**config.mk**
```make
export PLATFORM = sky130hd
export DESIGN_NAME = id_stage
export DESIGN_NICKNAME = d
export VERILOG_FILES = /design/src/logic/mips_id_pkg.sv /design/src/logic/id_ex_latch.sv /design/src/logic/id_stage.sv /design/src/logic/inst_decoder.sv /design/src/logic/operand_select.sv /design/src/logic/regfile.sv
export SDC_FILE = /design/constraint.sdc
export NUM_CORES = 2
export LEC_CHECK = 0
export ABC_CLOCK_PERIOD_IN_PS = 6300
export BUFFER_PORTS_ARGS = -buffer_cell sky130_fd_sc_hd__buf_2
export CAP_MARGIN = 20
export CORE_MARGIN = 5
export CORE_UTILIZATION = 35
export DETAILED_ROUTE_END_ITERATION = 6
export GPL_TIMING_DRIVEN = 0
export SLEW_MARGIN = 40
export SYNTH_ARGS = -nofsm -noshare
export SYNTH_HDL_FRONTEND = slang
export SYNTH_SLANG_ARGS = --single-unit
```
**constraint.sdc**
```tcl
create_clock -name clk -period 6.3 [get_ports clk]
set_input_delay 0.63 -clock clk [delete_from_list [all_inputs] [get_ports clk]]
set_output_delay 0.63 -clock clk [all_outputs]
set_load 0.01 [all_outputs]
```
**src/logic/mips_id_pkg.sv**
```systemverilog
package mips_id_pkg;

    // plain vector types
    typedef logic [31:0] word_t;      // data word
    typedef logic [31:0] inst_t;      // instruction word
    typedef logic [4:0]  reg_addr_t;  // register number
    typedef logic [7:0]  alu_op_t;    // ALU operation code
    typedef logic [2:0]  alu_sel_t;   // result class

    localparam int REG_COUNT = 32;    // architectural registers

    // primary opcodes, inst[31:26]
    localparam logic [5:0] OPC_SPECIAL = 6'b000000;
    localparam logic [5:0] OPC_ADDI    = 6'b001000;
    localparam logic [5:0] OPC_ADDIU   = 6'b001001;
    localparam logic [5:0] OPC_SLTI    = 6'b001010;
    localparam logic [5:0] OPC_SLTIU   = 6'b001011;
    localparam logic [5:0] OPC_ANDI    = 6'b001100;
    localparam logic [5:0] OPC_ORI     = 6'b001101;
    localparam logic [5:0] OPC_XORI    = 6'b001110;
    localparam logic [5:0] OPC_LUI     = 6'b001111;

    // SPECIAL function codes, inst[5:0]
    localparam logic [5:0] FN_SLL  = 6'b000000;
    localparam logic [5:0] FN_SRL  = 6'b000010;
    localparam logic [5:0] FN_SRA  = 6'b000011;
    localparam logic [5:0] FN_SLLV = 6'b000100;
    localparam logic [5:0] FN_SRLV = 6'b000110;
    localparam logic [5:0] FN_SRAV = 6'b000111;
    localparam logic [5:0] FN_MOVZ = 6'b001010;
    localparam logic [5:0] FN_MOVN = 6'b001011;
    localparam logic [5:0] FN_ADD  = 6'b100000;
    localparam logic [5:0] FN_ADDU = 6'b100001;
    localparam logic [5:0] FN_SUB  = 6'b100010;
    localparam logic [5:0] FN_SUBU = 6'b100011;
    localparam logic [5:0] FN_AND  = 6'b100100;
    localparam logic [5:0] FN_OR   = 6'b100101;
    localparam logic [5:0] FN_XOR  = 6'b100110;
    localparam logic [5:0] FN_NOR  = 6'b100111;
    localparam logic [5:0] FN_SLT  = 6'b101010;
    localparam logic [5:0] FN_SLTU = 6'b101011;

    // ALU operation codes seen by the execute stage
    localparam alu_op_t OP_NOP  = 8'b00000000;
    localparam alu_op_t OP_AND  = 8'b00100100;
    localparam alu_op_t OP_OR   = 8'b00100101;
    localparam alu_op_t OP_XOR  = 8'b00100110;
    localparam alu_op_t OP_NOR  = 8'b00100111;
    localparam alu_op_t OP_SLL  = 8'b01111100;
    localparam alu_op_t OP_SRL  = 8'b00000010;
    localparam alu_op_t OP_SRA  = 8'b00000011;
    localparam alu_op_t OP_ADD  = 8'b00100000;
    localparam alu_op_t OP_ADDU = 8'b00100001;
    localparam alu_op_t OP_SUB  = 8'b00100010;
    localparam alu_op_t OP_SUBU = 8'b00100011;
    localparam alu_op_t OP_SLT  = 8'b00101010;
    localparam alu_op_t OP_SLTU = 8'b00101011;
    localparam alu_op_t OP_MOVN = 8'b00001011;
    localparam alu_op_t OP_MOVZ = 8'b00001010;

    // result classes
    localparam alu_sel_t SEL_NOP   = 3'b000;
    localparam alu_sel_t SEL_LOGIC = 3'b001;
    localparam alu_sel_t SEL_SHIFT = 3'b010;
    localparam alu_sel_t SEL_MOVE  = 3'b011;
    localparam alu_sel_t SEL_ARITH = 3'b100;

    // write-back result forwarded from a later stage
    typedef struct packed {
        logic      we;
        reg_addr_t waddr;
        word_t     wdata;
    } fwd_t;

    // one register file read request
    typedef struct packed {
        logic      re;
        reg_addr_t raddr;
    } rd_req_t;

    // decoder output, index 0 is rs side, index 1 is rt side
    typedef struct packed {
        alu_op_t         aluop;
        alu_sel_t        alusel;
        logic            we;
        reg_addr_t       waddr;
        logic [1:0]      re;
        reg_addr_t [1:0] raddr;
        word_t           imm;
        logic            illegal;
    } dec_ctrl_t;

    // what the stage hands to execute
    typedef struct packed {
        alu_op_t   aluop;
        alu_sel_t  alusel;
        logic      we;
        reg_addr_t waddr;
        word_t     data1;
        word_t     data2;
        logic      illegal;
    } id_out_t;

endpackage

```
**src/logic/id_ex_latch.sv**
```systemverilog
`timescale 1ns/1ns

module id_ex_latch
    import mips_id_pkg::*;
(
    input  logic              clk,
    input  logic              rst,
    input  logic              in_valid_i,
    output logic              in_ready_o,
    input  dec_ctrl_t         ctrl_i,
    input  word_t      [1:0]  data_i,
    output logic              out_valid_o,
    input  logic              out_ready_i,
    output id_out_t           out_o
);

    logic load;     // transfer from decode
    logic move_we;  // write enable after the move rule

    // empty, or the held item leaves this edge
    assign in_ready_o = !out_valid_o || out_ready_i;
    assign load       = in_valid_i && in_ready_o;

    // movn/movz look at the selected rt value
    always_comb begin
        move_we = ctrl_i.we;
        if (ctrl_i.aluop == OP_MOVN) begin
            move_we = (data_i[1] != '0);
        end else if (ctrl_i.aluop == OP_MOVZ) begin
            move_we = (data_i[1] == '0);
        end
    end

    always_ff @(posedge clk) begin
        if (rst) begin
            out_valid_o <= 1'b0;
        end else if (in_ready_o) begin
            out_valid_o <= in_valid_i;  // refill or go empty
        end
    end

    always_ff @(posedge clk) begin
        if (load) begin
            out_o.aluop   <= ctrl_i.aluop;
            out_o.alusel  <= ctrl_i.alusel;
            out_o.we      <= move_we;
            out_o.waddr   <= ctrl_i.waddr;
            out_o.data1   <= data_i[0];
            out_o.data2   <= data_i[1];
            out_o.illegal <= ctrl_i.illegal;
        end
    end

endmodule

```
**src/logic/id_stage.sv**
```systemverilog
`timescale 1ns/1ns

module id_stage
    import mips_id_pkg::*;
(
    input  logic      clk,
    input  logic      rst,
    input  inst_t     inst_i,
    input  logic      inst_valid_i,
    output logic      inst_ready_o,
    input  fwd_t      ex_fwd_i,
    input  fwd_t      mem_fwd_i,
    input  logic      wb_we_i,
    input  reg_addr_t wb_waddr_i,
    input  word_t     wb_wdata_i,
    output id_out_t   out_o,
    output logic      out_valid_o,
    input  logic      out_ready_i
);

    dec_ctrl_t        ctrl;
    rd_req_t   [1:0]  rd_req;   // 0 = rs port, 1 = rt port
    word_t     [1:0]  rdata;
    word_t     [1:0]  operand;

    inst_decoder u_decoder (
        .inst_i (inst_i),
        .ctrl_o (ctrl)
    );

    for (genvar g = 0; g < 2; g++) begin : gen_operand
        assign rd_req[g] = '{re: ctrl.re[g], raddr: ctrl.raddr[g]};

        operand_select u_sel (
            .req_i     (rd_req[g]),
            .imm_i     (ctrl.imm),
            .rdata_i   (rdata[g]),
            .ex_fwd_i  (ex_fwd_i),
            .mem_fwd_i (mem_fwd_i),
            .data_o    (operand[g])
        );
    end

    regfile u_regfile (
        .clk        (clk),
        .rst        (rst),
        .rd_req_i   (rd_req),
        .rdata_o    (rdata),
        .wb_we_i    (wb_we_i),
        .wb_waddr_i (wb_waddr_i),
        .wb_wdata_i (wb_wdata_i)
    );

    id_ex_latch u_latch (
        .clk         (clk),
        .rst         (rst),
        .in_valid_i  (inst_valid_i),
        .in_ready_o  (inst_ready_o),
        .ctrl_i      (ctrl),
        .data_i      (operand),
        .out_valid_o (out_valid_o),
        .out_ready_i (out_ready_i),
        .out_o       (out_o)
    );

endmodule

```
**src/logic/inst_decoder.sv**
```systemverilog
`timescale 1ns/1ns

module inst_decoder
    import mips_id_pkg::*;
(
    input  inst_t     inst_i,
    output dec_ctrl_t ctrl_o
);

    logic [5:0]  op;
    reg_addr_t   rs;
    reg_addr_t   rt;
    reg_addr_t   rd;
    logic [4:0]  sa;
    logic [5:0]  func;
    word_t       imm_zext;
    word_t       imm_sext;
    word_t       imm_upper;

    logic        r_hit;   // register-register form recognised
    alu_op_t     r_op;
    alu_sel_t    r_sel;
    logic        i_hit;   // immediate form recognised
    alu_op_t     i_op;
    alu_sel_t    i_sel;
    word_t       i_imm;
    logic        sh_hit;  // shift by sa
    alu_op_t     sh_op;

    assign op   = inst_i[31:26];
    assign rs   = inst_i[25:21];
    assign rt   = inst_i[20:16];
    assign rd   = inst_i[15:11];
    assign sa   = inst_i[10:6];
    assign func = inst_i[5:0];

    assign imm_zext  = {16'h0000, inst_i[15:0]};
    assign imm_sext  = {{16{inst_i[15]}}, inst_i[15:0]};
    assign imm_upper = {inst_i[15:0], 16'h0000};  // lui

    // SPECIAL group, both operands from registers
    always_comb begin
        r_hit = 1'b1;
        r_op  = OP_NOP;
        r_sel = SEL_NOP;
        case (func)
            FN_AND: begin
                r_op  = OP_AND;
                r_sel = SEL_LOGIC;
            end
            FN_OR: begin
                r_op  = OP_OR;
                r_sel = SEL_LOGIC;
            end
            FN_XOR: begin
                r_op  = OP_XOR;
                r_sel = SEL_LOGIC;
            end
            FN_NOR: begin
                r_op  = OP_NOR;
                r_sel = SEL_LOGIC;
            end
            FN_SLLV: begin
                r_op  = OP_SLL;
                r_sel = SEL_SHIFT;
            end
            FN_SRLV: begin
                r_op  = OP_SRL;
                r_sel = SEL_SHIFT;
            end
            FN_SRAV: begin
                r_op  = OP_SRA;
                r_sel = SEL_SHIFT;
            end
            FN_ADD: begin
                r_op  = OP_ADD;
                r_sel = SEL_ARITH;
            end
            FN_ADDU: begin
                r_op  = OP_ADDU;
                r_sel = SEL_ARITH;
            end
            FN_SUB: begin
                r_op  = OP_SUB;
                r_sel = SEL_ARITH;
            end
            FN_SUBU: begin
                r_op  = OP_SUBU;
                r_sel = SEL_ARITH;
            end
            FN_SLT: begin
                r_op  = OP_SLT;
                r_sel = SEL_ARITH;
            end
            FN_SLTU: begin
                r_op  = OP_SLTU;
                r_sel = SEL_ARITH;
            end
            FN_MOVN: begin
                r_op  = OP_MOVN;
                r_sel = SEL_MOVE;
            end
            FN_MOVZ: begin
                r_op  = OP_MOVZ;
                r_sel = SEL_MOVE;
            end
            default: r_hit = 1'b0;  // includes dropped hi/lo, mult, sync
        endcase
    end

    // I-type, rs op imm -> rt
    always_comb begin
        i_hit = 1'b1;
        i_op  = OP_NOP;
        i_sel = SEL_NOP;
        i_imm = '0;
        case (op)
            OPC_ANDI: begin
                i_op  = OP_AND;
                i_sel = SEL_LOGIC;
                i_imm = imm_zext;
            end
            OPC_ORI: begin
                i_op  = OP_OR;
                i_sel = SEL_LOGIC;
                i_imm = imm_zext;
            end
            OPC_XORI: begin
                i_op  = OP_XOR;
                i_sel = SEL_LOGIC;
                i_imm = imm_zext;
            end
            OPC_LUI: begin
                i_op  = OP_OR;  // rs | (imm << 16)
                i_sel = SEL_LOGIC;
                i_imm = imm_upper;
            end
            OPC_ADDI: begin
                i_op  = OP_ADD;
                i_sel = SEL_ARITH;
                i_imm = imm_sext;
            end
            OPC_ADDIU: begin
                i_op  = OP_ADDU;
                i_sel = SEL_ARITH;
                i_imm = imm_sext;
            end
            OPC_SLTI: begin
                i_op  = OP_SLT;
                i_sel = SEL_ARITH;
                i_imm = imm_sext;
            end
            OPC_SLTIU: begin
                i_op  = OP_SLTU;
                i_sel = SEL_ARITH;
                i_imm = imm_sext;
            end
            default: i_hit = 1'b0;  // pref, SPECIAL2 and unknown
        endcase
    end

    // sll/srl/sra need op and rs both zero
    always_comb begin
        sh_hit = (inst_i[31:21] == 11'b0);
        sh_op  = OP_NOP;
        case (func)
            FN_SLL:  sh_op = OP_SLL;
            FN_SRL:  sh_op = OP_SRL;
            FN_SRA:  sh_op = OP_SRA;
            default: sh_hit = 1'b0;
        endcase
    end

    always_comb begin
        ctrl_o          = '0;
        ctrl_o.aluop    = OP_NOP;
        ctrl_o.alusel   = SEL_NOP;
        ctrl_o.waddr    = rd;   // default destination
        ctrl_o.raddr[0] = rs;
        ctrl_o.raddr[1] = rt;
        ctrl_o.illegal  = 1'b1; // cleared by any match below
        if (sh_hit) begin
            ctrl_o.aluop    = sh_op;
            ctrl_o.alusel   = SEL_SHIFT;
            ctrl_o.we       = 1'b1;
            ctrl_o.re[1]    = 1'b1;  // only rt
            ctrl_o.imm[4:0] = sa;
            ctrl_o.illegal  = 1'b0;
        end else if ((op == OPC_SPECIAL) && r_hit) begin
            ctrl_o.aluop   = r_op;
            ctrl_o.alusel  = r_sel;
            ctrl_o.we      = 1'b1;   // movn/movz resolved in the latch
            ctrl_o.re      = 2'b11;
            ctrl_o.illegal = 1'b0;
        end else if (i_hit) begin
            ctrl_o.aluop   = i_op;
            ctrl_o.alusel  = i_sel;
            ctrl_o.we      = 1'b1;
            ctrl_o.waddr   = rt;
            ctrl_o.re[0]   = 1'b1;
            ctrl_o.imm     = i_imm;
            ctrl_o.illegal = 1'b0;
        end
    end

endmodule

```
**src/logic/operand_select.sv**
```systemverilog
`timescale 1ns/1ns

module operand_select
    import mips_id_pkg::*;
(
    input  rd_req_t req_i,
    input  word_t   imm_i,
    input  word_t   rdata_i,
    input  fwd_t    ex_fwd_i,
    input  fwd_t    mem_fwd_i,
    output word_t   data_o
);

    logic ex_hit;
    logic mem_hit;

    // r0 is compared like any other register
    assign ex_hit  = ex_fwd_i.we && (ex_fwd_i.waddr == req_i.raddr);
    assign mem_hit = mem_fwd_i.we && (mem_fwd_i.waddr == req_i.raddr);

    always_comb begin
        if (!req_i.re) begin
            data_o = imm_i;              // port unused, take immediate
        end else if (ex_hit) begin
            data_o = ex_fwd_i.wdata;     // previous instruction's result
        end else if (mem_hit) begin
            data_o = mem_fwd_i.wdata;    // one further back
        end else begin
            data_o = rdata_i;
        end
    end

endmodule

```
**src/logic/regfile.sv**
```systemverilog
`timescale 1ns/1ns

module regfile
    import mips_id_pkg::*;
(
    input  logic             clk,
    input  logic             rst,
    input  rd_req_t   [1:0]  rd_req_i,
    output word_t     [1:0]  rdata_o,
    input  logic             wb_we_i,
    input  reg_addr_t        wb_waddr_i,
    input  word_t            wb_wdata_i
);

    word_t regs [REG_COUNT];

    always_ff @(posedge clk) begin
        if (rst) begin
            for (int i = 0; i < REG_COUNT; i++) begin
                regs[i] <= '0;
            end
        end else if (wb_we_i && (wb_waddr_i != '0)) begin  // r0 stays zero
            regs[wb_waddr_i] <= wb_wdata_i;
        end
    end

    // read sees the value before a same-cycle write
    always_comb begin
        for (int p = 0; p < 2; p++) begin
            if (rd_req_i[p].re && (rd_req_i[p].raddr != '0)) begin
                rdata_o[p] = regs[rd_req_i[p].raddr];
            end else begin
                rdata_o[p] = '0;
            end
        end
    end

endmodule

```
### Word-level counts from Yosys, hierarchy flattened

Memories as Yosys holds them, arrays and structs flattened.
Index checks and enable logic that the tools add are counted.

* eq/ne operators: 31
* multiplexer cells: 42
* reduce and logical (&&, ||, !) cells: 32

Operators by type and width (number)
* 32-bit 2-to-1 mux: 10
* 7-bit case mux with 15 select lines: 1
* 32-bit case mux with 3 select lines: 1
* 6-bit by 4-bit == test with 1-bit output (second input constant): 10
* 6-bit == test (second input constant): 10
* 6-bit case mux with 7 select lines: 1
* 33-bit 2-to-1 mux: 1
* 32-bit zero test: 1
* 32-bit nonzero test: 1
* 32-bit OR reduction: 1
* 27-bit 2-to-1 mux: 1
* 12-bit 2-to-1 mux: 2
* 7-bit case mux with 3 select lines: 1
* 5-bit == test: 4
* 6-bit by 3-bit == test with 1-bit output (second input constant): 3
* 1-bit 2-to-1 mux: 17
* 8-bit by 4-bit == test with 1-bit output (second input constant): 2
* 15-bit 2-to-1 mux: 1
* 5-bit 2-to-1 mux: 3
* 5-bit nonzero test: 3
* 15-bit OR reduction: 1
* 6-bit by 2-bit == test with 1-bit output (second input constant): 2
* 6-bit zero test: 2
* 3-bit case mux with 4 select lines: 1
* other kinds (11): 25

* flip-flop bits (word level): 83
* RAM bits: 1024
* input port bits: 150
* output and inout port bits: 84
* word-level logic and storage cells: 114
* memories kept: 1

Memory list
* u_regfile.regs: words 32, bits a word 32, rd ports 2, clocked after memory_dff 0, wr ports 32, RTL line regfile.sv:15 `word_t regs [REG_COUNT];`

### Longest topological paths before layout

* word-level depth: 14
* gate-level depth with buffers: 16
* depth with buffers taken out: 10

### By module

A second synthesis with hierarchy kept.

* cells, all modules: 4302
* area, all modules: 60999.8 µm²

Modules (own cells, without submodules)
* regfile: times used 1, cells each 3751, area an instance 54994.0 µm², seq. area each 30749.5 µm²
* id_ex_latch: times used 1, cells each 104, area an instance 2615.0 µm², seq. area each 2482.4 µm²
* operand_select: times used 2, cells each 161, area an instance 1298.7 µm², seq. area each 0.0 µm²
* inst_decoder: times used 1, cells each 125, area an instance 793.3 µm², seq. area each 0.0 µm²

### Worst setup path before layout

OpenSTA, ideal clock, no wires.

* kind: input-to-reg
* start point: input inst_i[17]
* end point: register, netlist name u_latch.out_o[70]
* library setup time: 0.258 ns
* arrival time: 3.264 ns
* required time: 6.042 ns
* path slack: 2.778 ns
* stages: 12
* path buffers: 3
* cell sequence: buf_4 -> buf_2 -> clkbuf_1 -> mux4_2 -> o21ai_0 -> inv_1 -> o32ai_1 -> o311ai_0 -> nor4_1 -> nand4_1 -> mux2i_1 -> nor3_1

* word-level cells in the longest chain between the ends: 9
* elaborated cells between the ends (all ways): 15
* those cells by class: eq/ne (2); mux (6); reduce/logical (6); memory (1)

Ends and longest elaborated chain
* from (decl): RTL line id_stage.sv:8 `input inst_t inst_i,`
* branches (longest 4 deep; another with memory read 32 x 32 bit)
* 32-bit 2-to-1 mux (*): RTL line operand_select.sv:24 `end else if (ex_hit) begin`
* 32-bit 2-to-1 mux (*): RTL line operand_select.sv:22 `if (!req_i.re) begin`
* 32-bit zero test: RTL line id_ex_latch.sv:30 `move_we = (data_i[1] == '0);`
* 1-bit 2-to-1 mux: RTL line id_ex_latch.sv:29 `end else if (ctrl_i.aluop == OP_MOVZ) begin`
* 1-bit 2-to-1 mux (*): RTL line id_ex_latch.sv:27 `if (ctrl_i.aluop == OP_MOVN) begin`
* named net u_latch.move_we: RTL line id_ex_latch.sv:18 `logic move_we;`

Mark *: on every way through the listed nets, which the timed path passes.
A chain may end at the register's enable or synchronous reset.

### Worst setup path after layout

* start point: input inst_i[17]
* end point: register, netlist name u_latch.out_o[70]

* word-level cells in the longest chain between the ends: 9
* elaborated cells between the ends (all ways): 15
* those cells by class: eq/ne (2); mux (6); reduce/logical (6); memory (1)

Ends and longest elaborated chain (RTL line)
* branches (longest 4 deep; another with memory read 32 x 32 bit)
* 32-bit 2-to-1 mux (*): operand_select.sv:24
* 32-bit 2-to-1 mux (*): operand_select.sv:22
* 32-bit zero test: id_ex_latch.sv:30
* 1-bit 2-to-1 mux: id_ex_latch.sv:29
* 1-bit 2-to-1 mux (*): id_ex_latch.sv:27
* named net u_latch.move_we: id_ex_latch.sv:18

Marks and branches as above.

==> results.toml <==
[power]
seq_power_share_pct = 47.3
intPower_mw = 13.2
power_density_nw_per_um2 = 270
pwr-share-comb_pct = 14.9
p_sw_share_pct = 28.1
ir_drop_mv = 0.226
p_clk_share_pct = 37.8
p_sw_mw = 5.18
p_total_mw = 18.4
leakage_nw = 23.7

[synthesis]
synth-edff-count = 1104
async_reset_ff_share_pct = 0
synth_warnings = 0
synth_top_area_share_pct = 55.7
postSynthAreaPerCell_um2 = 14.7
synth_area_leader_cell = "edfxtp_1"
ys_seq_area_share_pct = 55.8
synth_cells = 4053
synth_ff_type = "edfxtp_1"
ys_ff_latch = 1105
synthTopCellsByArea = "edfxtp_1 (56%), mux4_2 (20%), and2_1 (10%)"
synth_area_um2 = 59500
synth_cell_types = 81

[clock_network]
postCtsResizedCells = 0
htreeDepth = 3
path_clk_slew_ns = 0.06
worstSkewPairLatency_ns = 0.78
cts_setup_buffers = 0
clockRootBuffer = "clkbuf_16"
cts_buffer_depth = 3
cts_inserted_buffers = 116
cts_tree = "done"
cts_hold_buffers = 0
clkSinkCount = 1105

[setup_path]
critPathMaxFanout = 11
critPathArrivalTime_ns = 6.70
crit_type = "primary input to register"
endpoint_kind = "register"
startpoint_type = "primary input"
cp.required_ns = 6.88
reg2reg_slack_ns = 2.20
worstRegToRegCells = 9
worstReg2RegStart = "u_regfile.regs[18][6]$_SDFFCE_PN0P_"
cp-endpoint = "u_latch.out_o[70]$_DFFE_PP_"
worstSetupStartpoint = "inst_i[17]"
r2r-end = "u_latch.out_o[70]$_DFFE_PP_"

[outcome]
status = "complete, but fails checks"
violations = "design-rule violations"

[routing]
drc = 2
drt-total-wl_um = 284000
routedWlPerCell_um = 41.8
drt_pass1_iterations = 7
drtIter0Drc = 7528
ant_nets = 0
top_layer = "met5"
dr_wl_met2_um = 119000
num_vias = 43318
viasPerCell = 6.38
met3RoutedLength_um = 42200
met1_length_um = 101000

[placement]
place_ws_ns = -0.473
placed_cells = 6555
gp_congestion = 1.02
hpwlAfterDp_um = 212000
io_buffers = 224

[floorplan]
dieArea_um2 = 178000
core-area_um2 = 169000
start_util_pct = 35.1
rows = 151
dieHeight_um = 422
die_w_um = 422
io_pins = 234

[cells_and_area]
drive_gt1_share_pct = 27.7
final_common_cell = "edfxtp_1"
final_cells = 6788
final_nets = 4608
mostFrequentLayoutCells = "edfxtp_1 (1104), and2_1 (995), mux4_2 (518), buf_2 (323), clkbuf_1 (248)"
syn_to_final_growth_pct = 14.7

[sta]
skew_ns = 0.0273
hold_violations = 0
period_needed_ns = 6.12
relSlewSlack_pct = 31.6
fmax_mhz = 163
finalMaxSlewViolations = 0
hold_ws_ns = 0.120
worst_pin_slew_ns = 1.03
period_share_pct = 97.1
rsz0062_at_grt = "false"
setup_violations = 0
fin_ws_ns = 0.181

[global_routing]
grt_pass1_vias = 41013
grt_max_degree = 45
track_usage_pct = 30.9
grt_overflow = 0
antenna_found_initial = 50
grt_pass1_wl_um = 372000

[job]
maxCapViolCount = 0

[min_path]
holdCritPathClass = "primary input to register"
hp-start = "inst_valid_i"
[state kept, by name, indices dropped and copies added (netlist names)]
name / flops
u_latch.out_valid_o: 1
u_latch.out_o: 80
u_regfile.regs: 1024
[synth_stat cells (7+ instances only)]
master     count
a211oi_1      15
a211oi_2      27
a21o_1        11
a21oi_1       94
a221oi_1      15
a22oi_1       22
a2bb2oi_1     13
a31oi_1       11
and2_1       996
buf_1         33
buf_2         69
buf_4         11
clkbuf_1     298
edfxtp_1    1104
inv_1         15
mux2i_1      140
mux4_2       518
nand2_1      115
nand2b_1      13
nand3_1       16
nand3b_1       9
nand4_1       14
nor2_1       129
nor2_2        27
nor2b_1       11
nor3_1        41
nor4_1        11
o2111ai_1     10
o211ai_1      27
o21ai_0       40
o22ai_1       28
o31ai_1        7
or2_2         36
xnor2_1       12
xor2_1         8
[power groups by stage]
stage	logic, mW	clock network (mW)	registers [mW]
4_1_cts	2.59	6.92	8.69
3_5_place_dp	2.58	0	8.85
3_3_place_gp	2.51	0	8.83
2_1_floorplan	1.29	0	8.78
6_report	2.74	6.96	8.71
5_1_grt	2.71	7.19	8.74
[worst max-delay path, stage by stage]
cell and delay [ns]:
buf_4 0.30, buf_6 0.34, buf_2 0.72, buf_2 0.69, buf_2 0.80, mux2i_1 0.28, a221oi_1 0.10, o21ai_0 0.35
o21ai_0 0.20, nor3_1 0.67, o221ai_1 0.23, nor4b_2 0.60, nand4_1 0.22, mux2i_1 0.17, nor3_1 0.27
[cells by family (layout without fill, tap and decap cells)]
| group | after synthesis | after routing | synth area share [%] |
|---|---|---|---|
| simple gates | 1451 | 1451 | 14.3 |
| buf+inv | 433 | 899 | 3.01 |
| other cells | 1 | 52 | 0.00630 |
| mux | 664 | 664 | 22.1 |
| compound gates | 379 | 379 | 4.59 |
| xor+xnor | 20 | 20 | 0.294 |
| flops | 1105 | 1105 | 55.8 |
[routing by layer]
metal | vias to the layer above | global-route usage, %
li1 | 16372 | -
met2 | 3858 | 44.6
met5 | - | 0
met1 | 22337 | 38.6
met4 | 8 | 19.4
met3 | 743 | 12.6
[cell type report]
type | count | area, um2
fillers | 15698 | 101000
repair buffers | 255 | 1770
clock buffers | 137 | 3000
well taps | 2218 | 2780
multi-input cells | 2547 | 24900
clock inverters | 74 | 681
flip-flops and latches | 1105 | 33200
diodes | 19 | 47.5
inverters | 18 | 73.8
plain buffers | 415 | 1860
[through the flow]
stage               cell area [um2]  setup TNS (ns)  util [%]
floorplan                     59600               0         -
global placement              63500           -2.45      37.5
CTS                           68100               0      40.2
finish                        68200               0      40.3
global route                  68200               0      40.3
detailed placement            64400          -0.473      38.1
[worst min-delay path by stage]
stage                                       endpoint  slack (ns)  cells past startpoint
global placement    u_latch.out_valid_o$_SDFFE_PP0N_        0.50                      2
finish              u_latch.out_valid_o$_SDFFE_PP0N_        0.12                      3
global route        u_latch.out_valid_o$_SDFFE_PP0N_        0.12                      3
CTS                 u_latch.out_valid_o$_SDFFE_PP0N_        0.08                      3
detailed placement  u_latch.out_valid_o$_SDFFE_PP0N_        0.52                      2
floorplan           u_latch.out_valid_o$_SDFFE_PP0N_        0.60                      2
No activity file was read; power rests on OpenSTA's default activity.
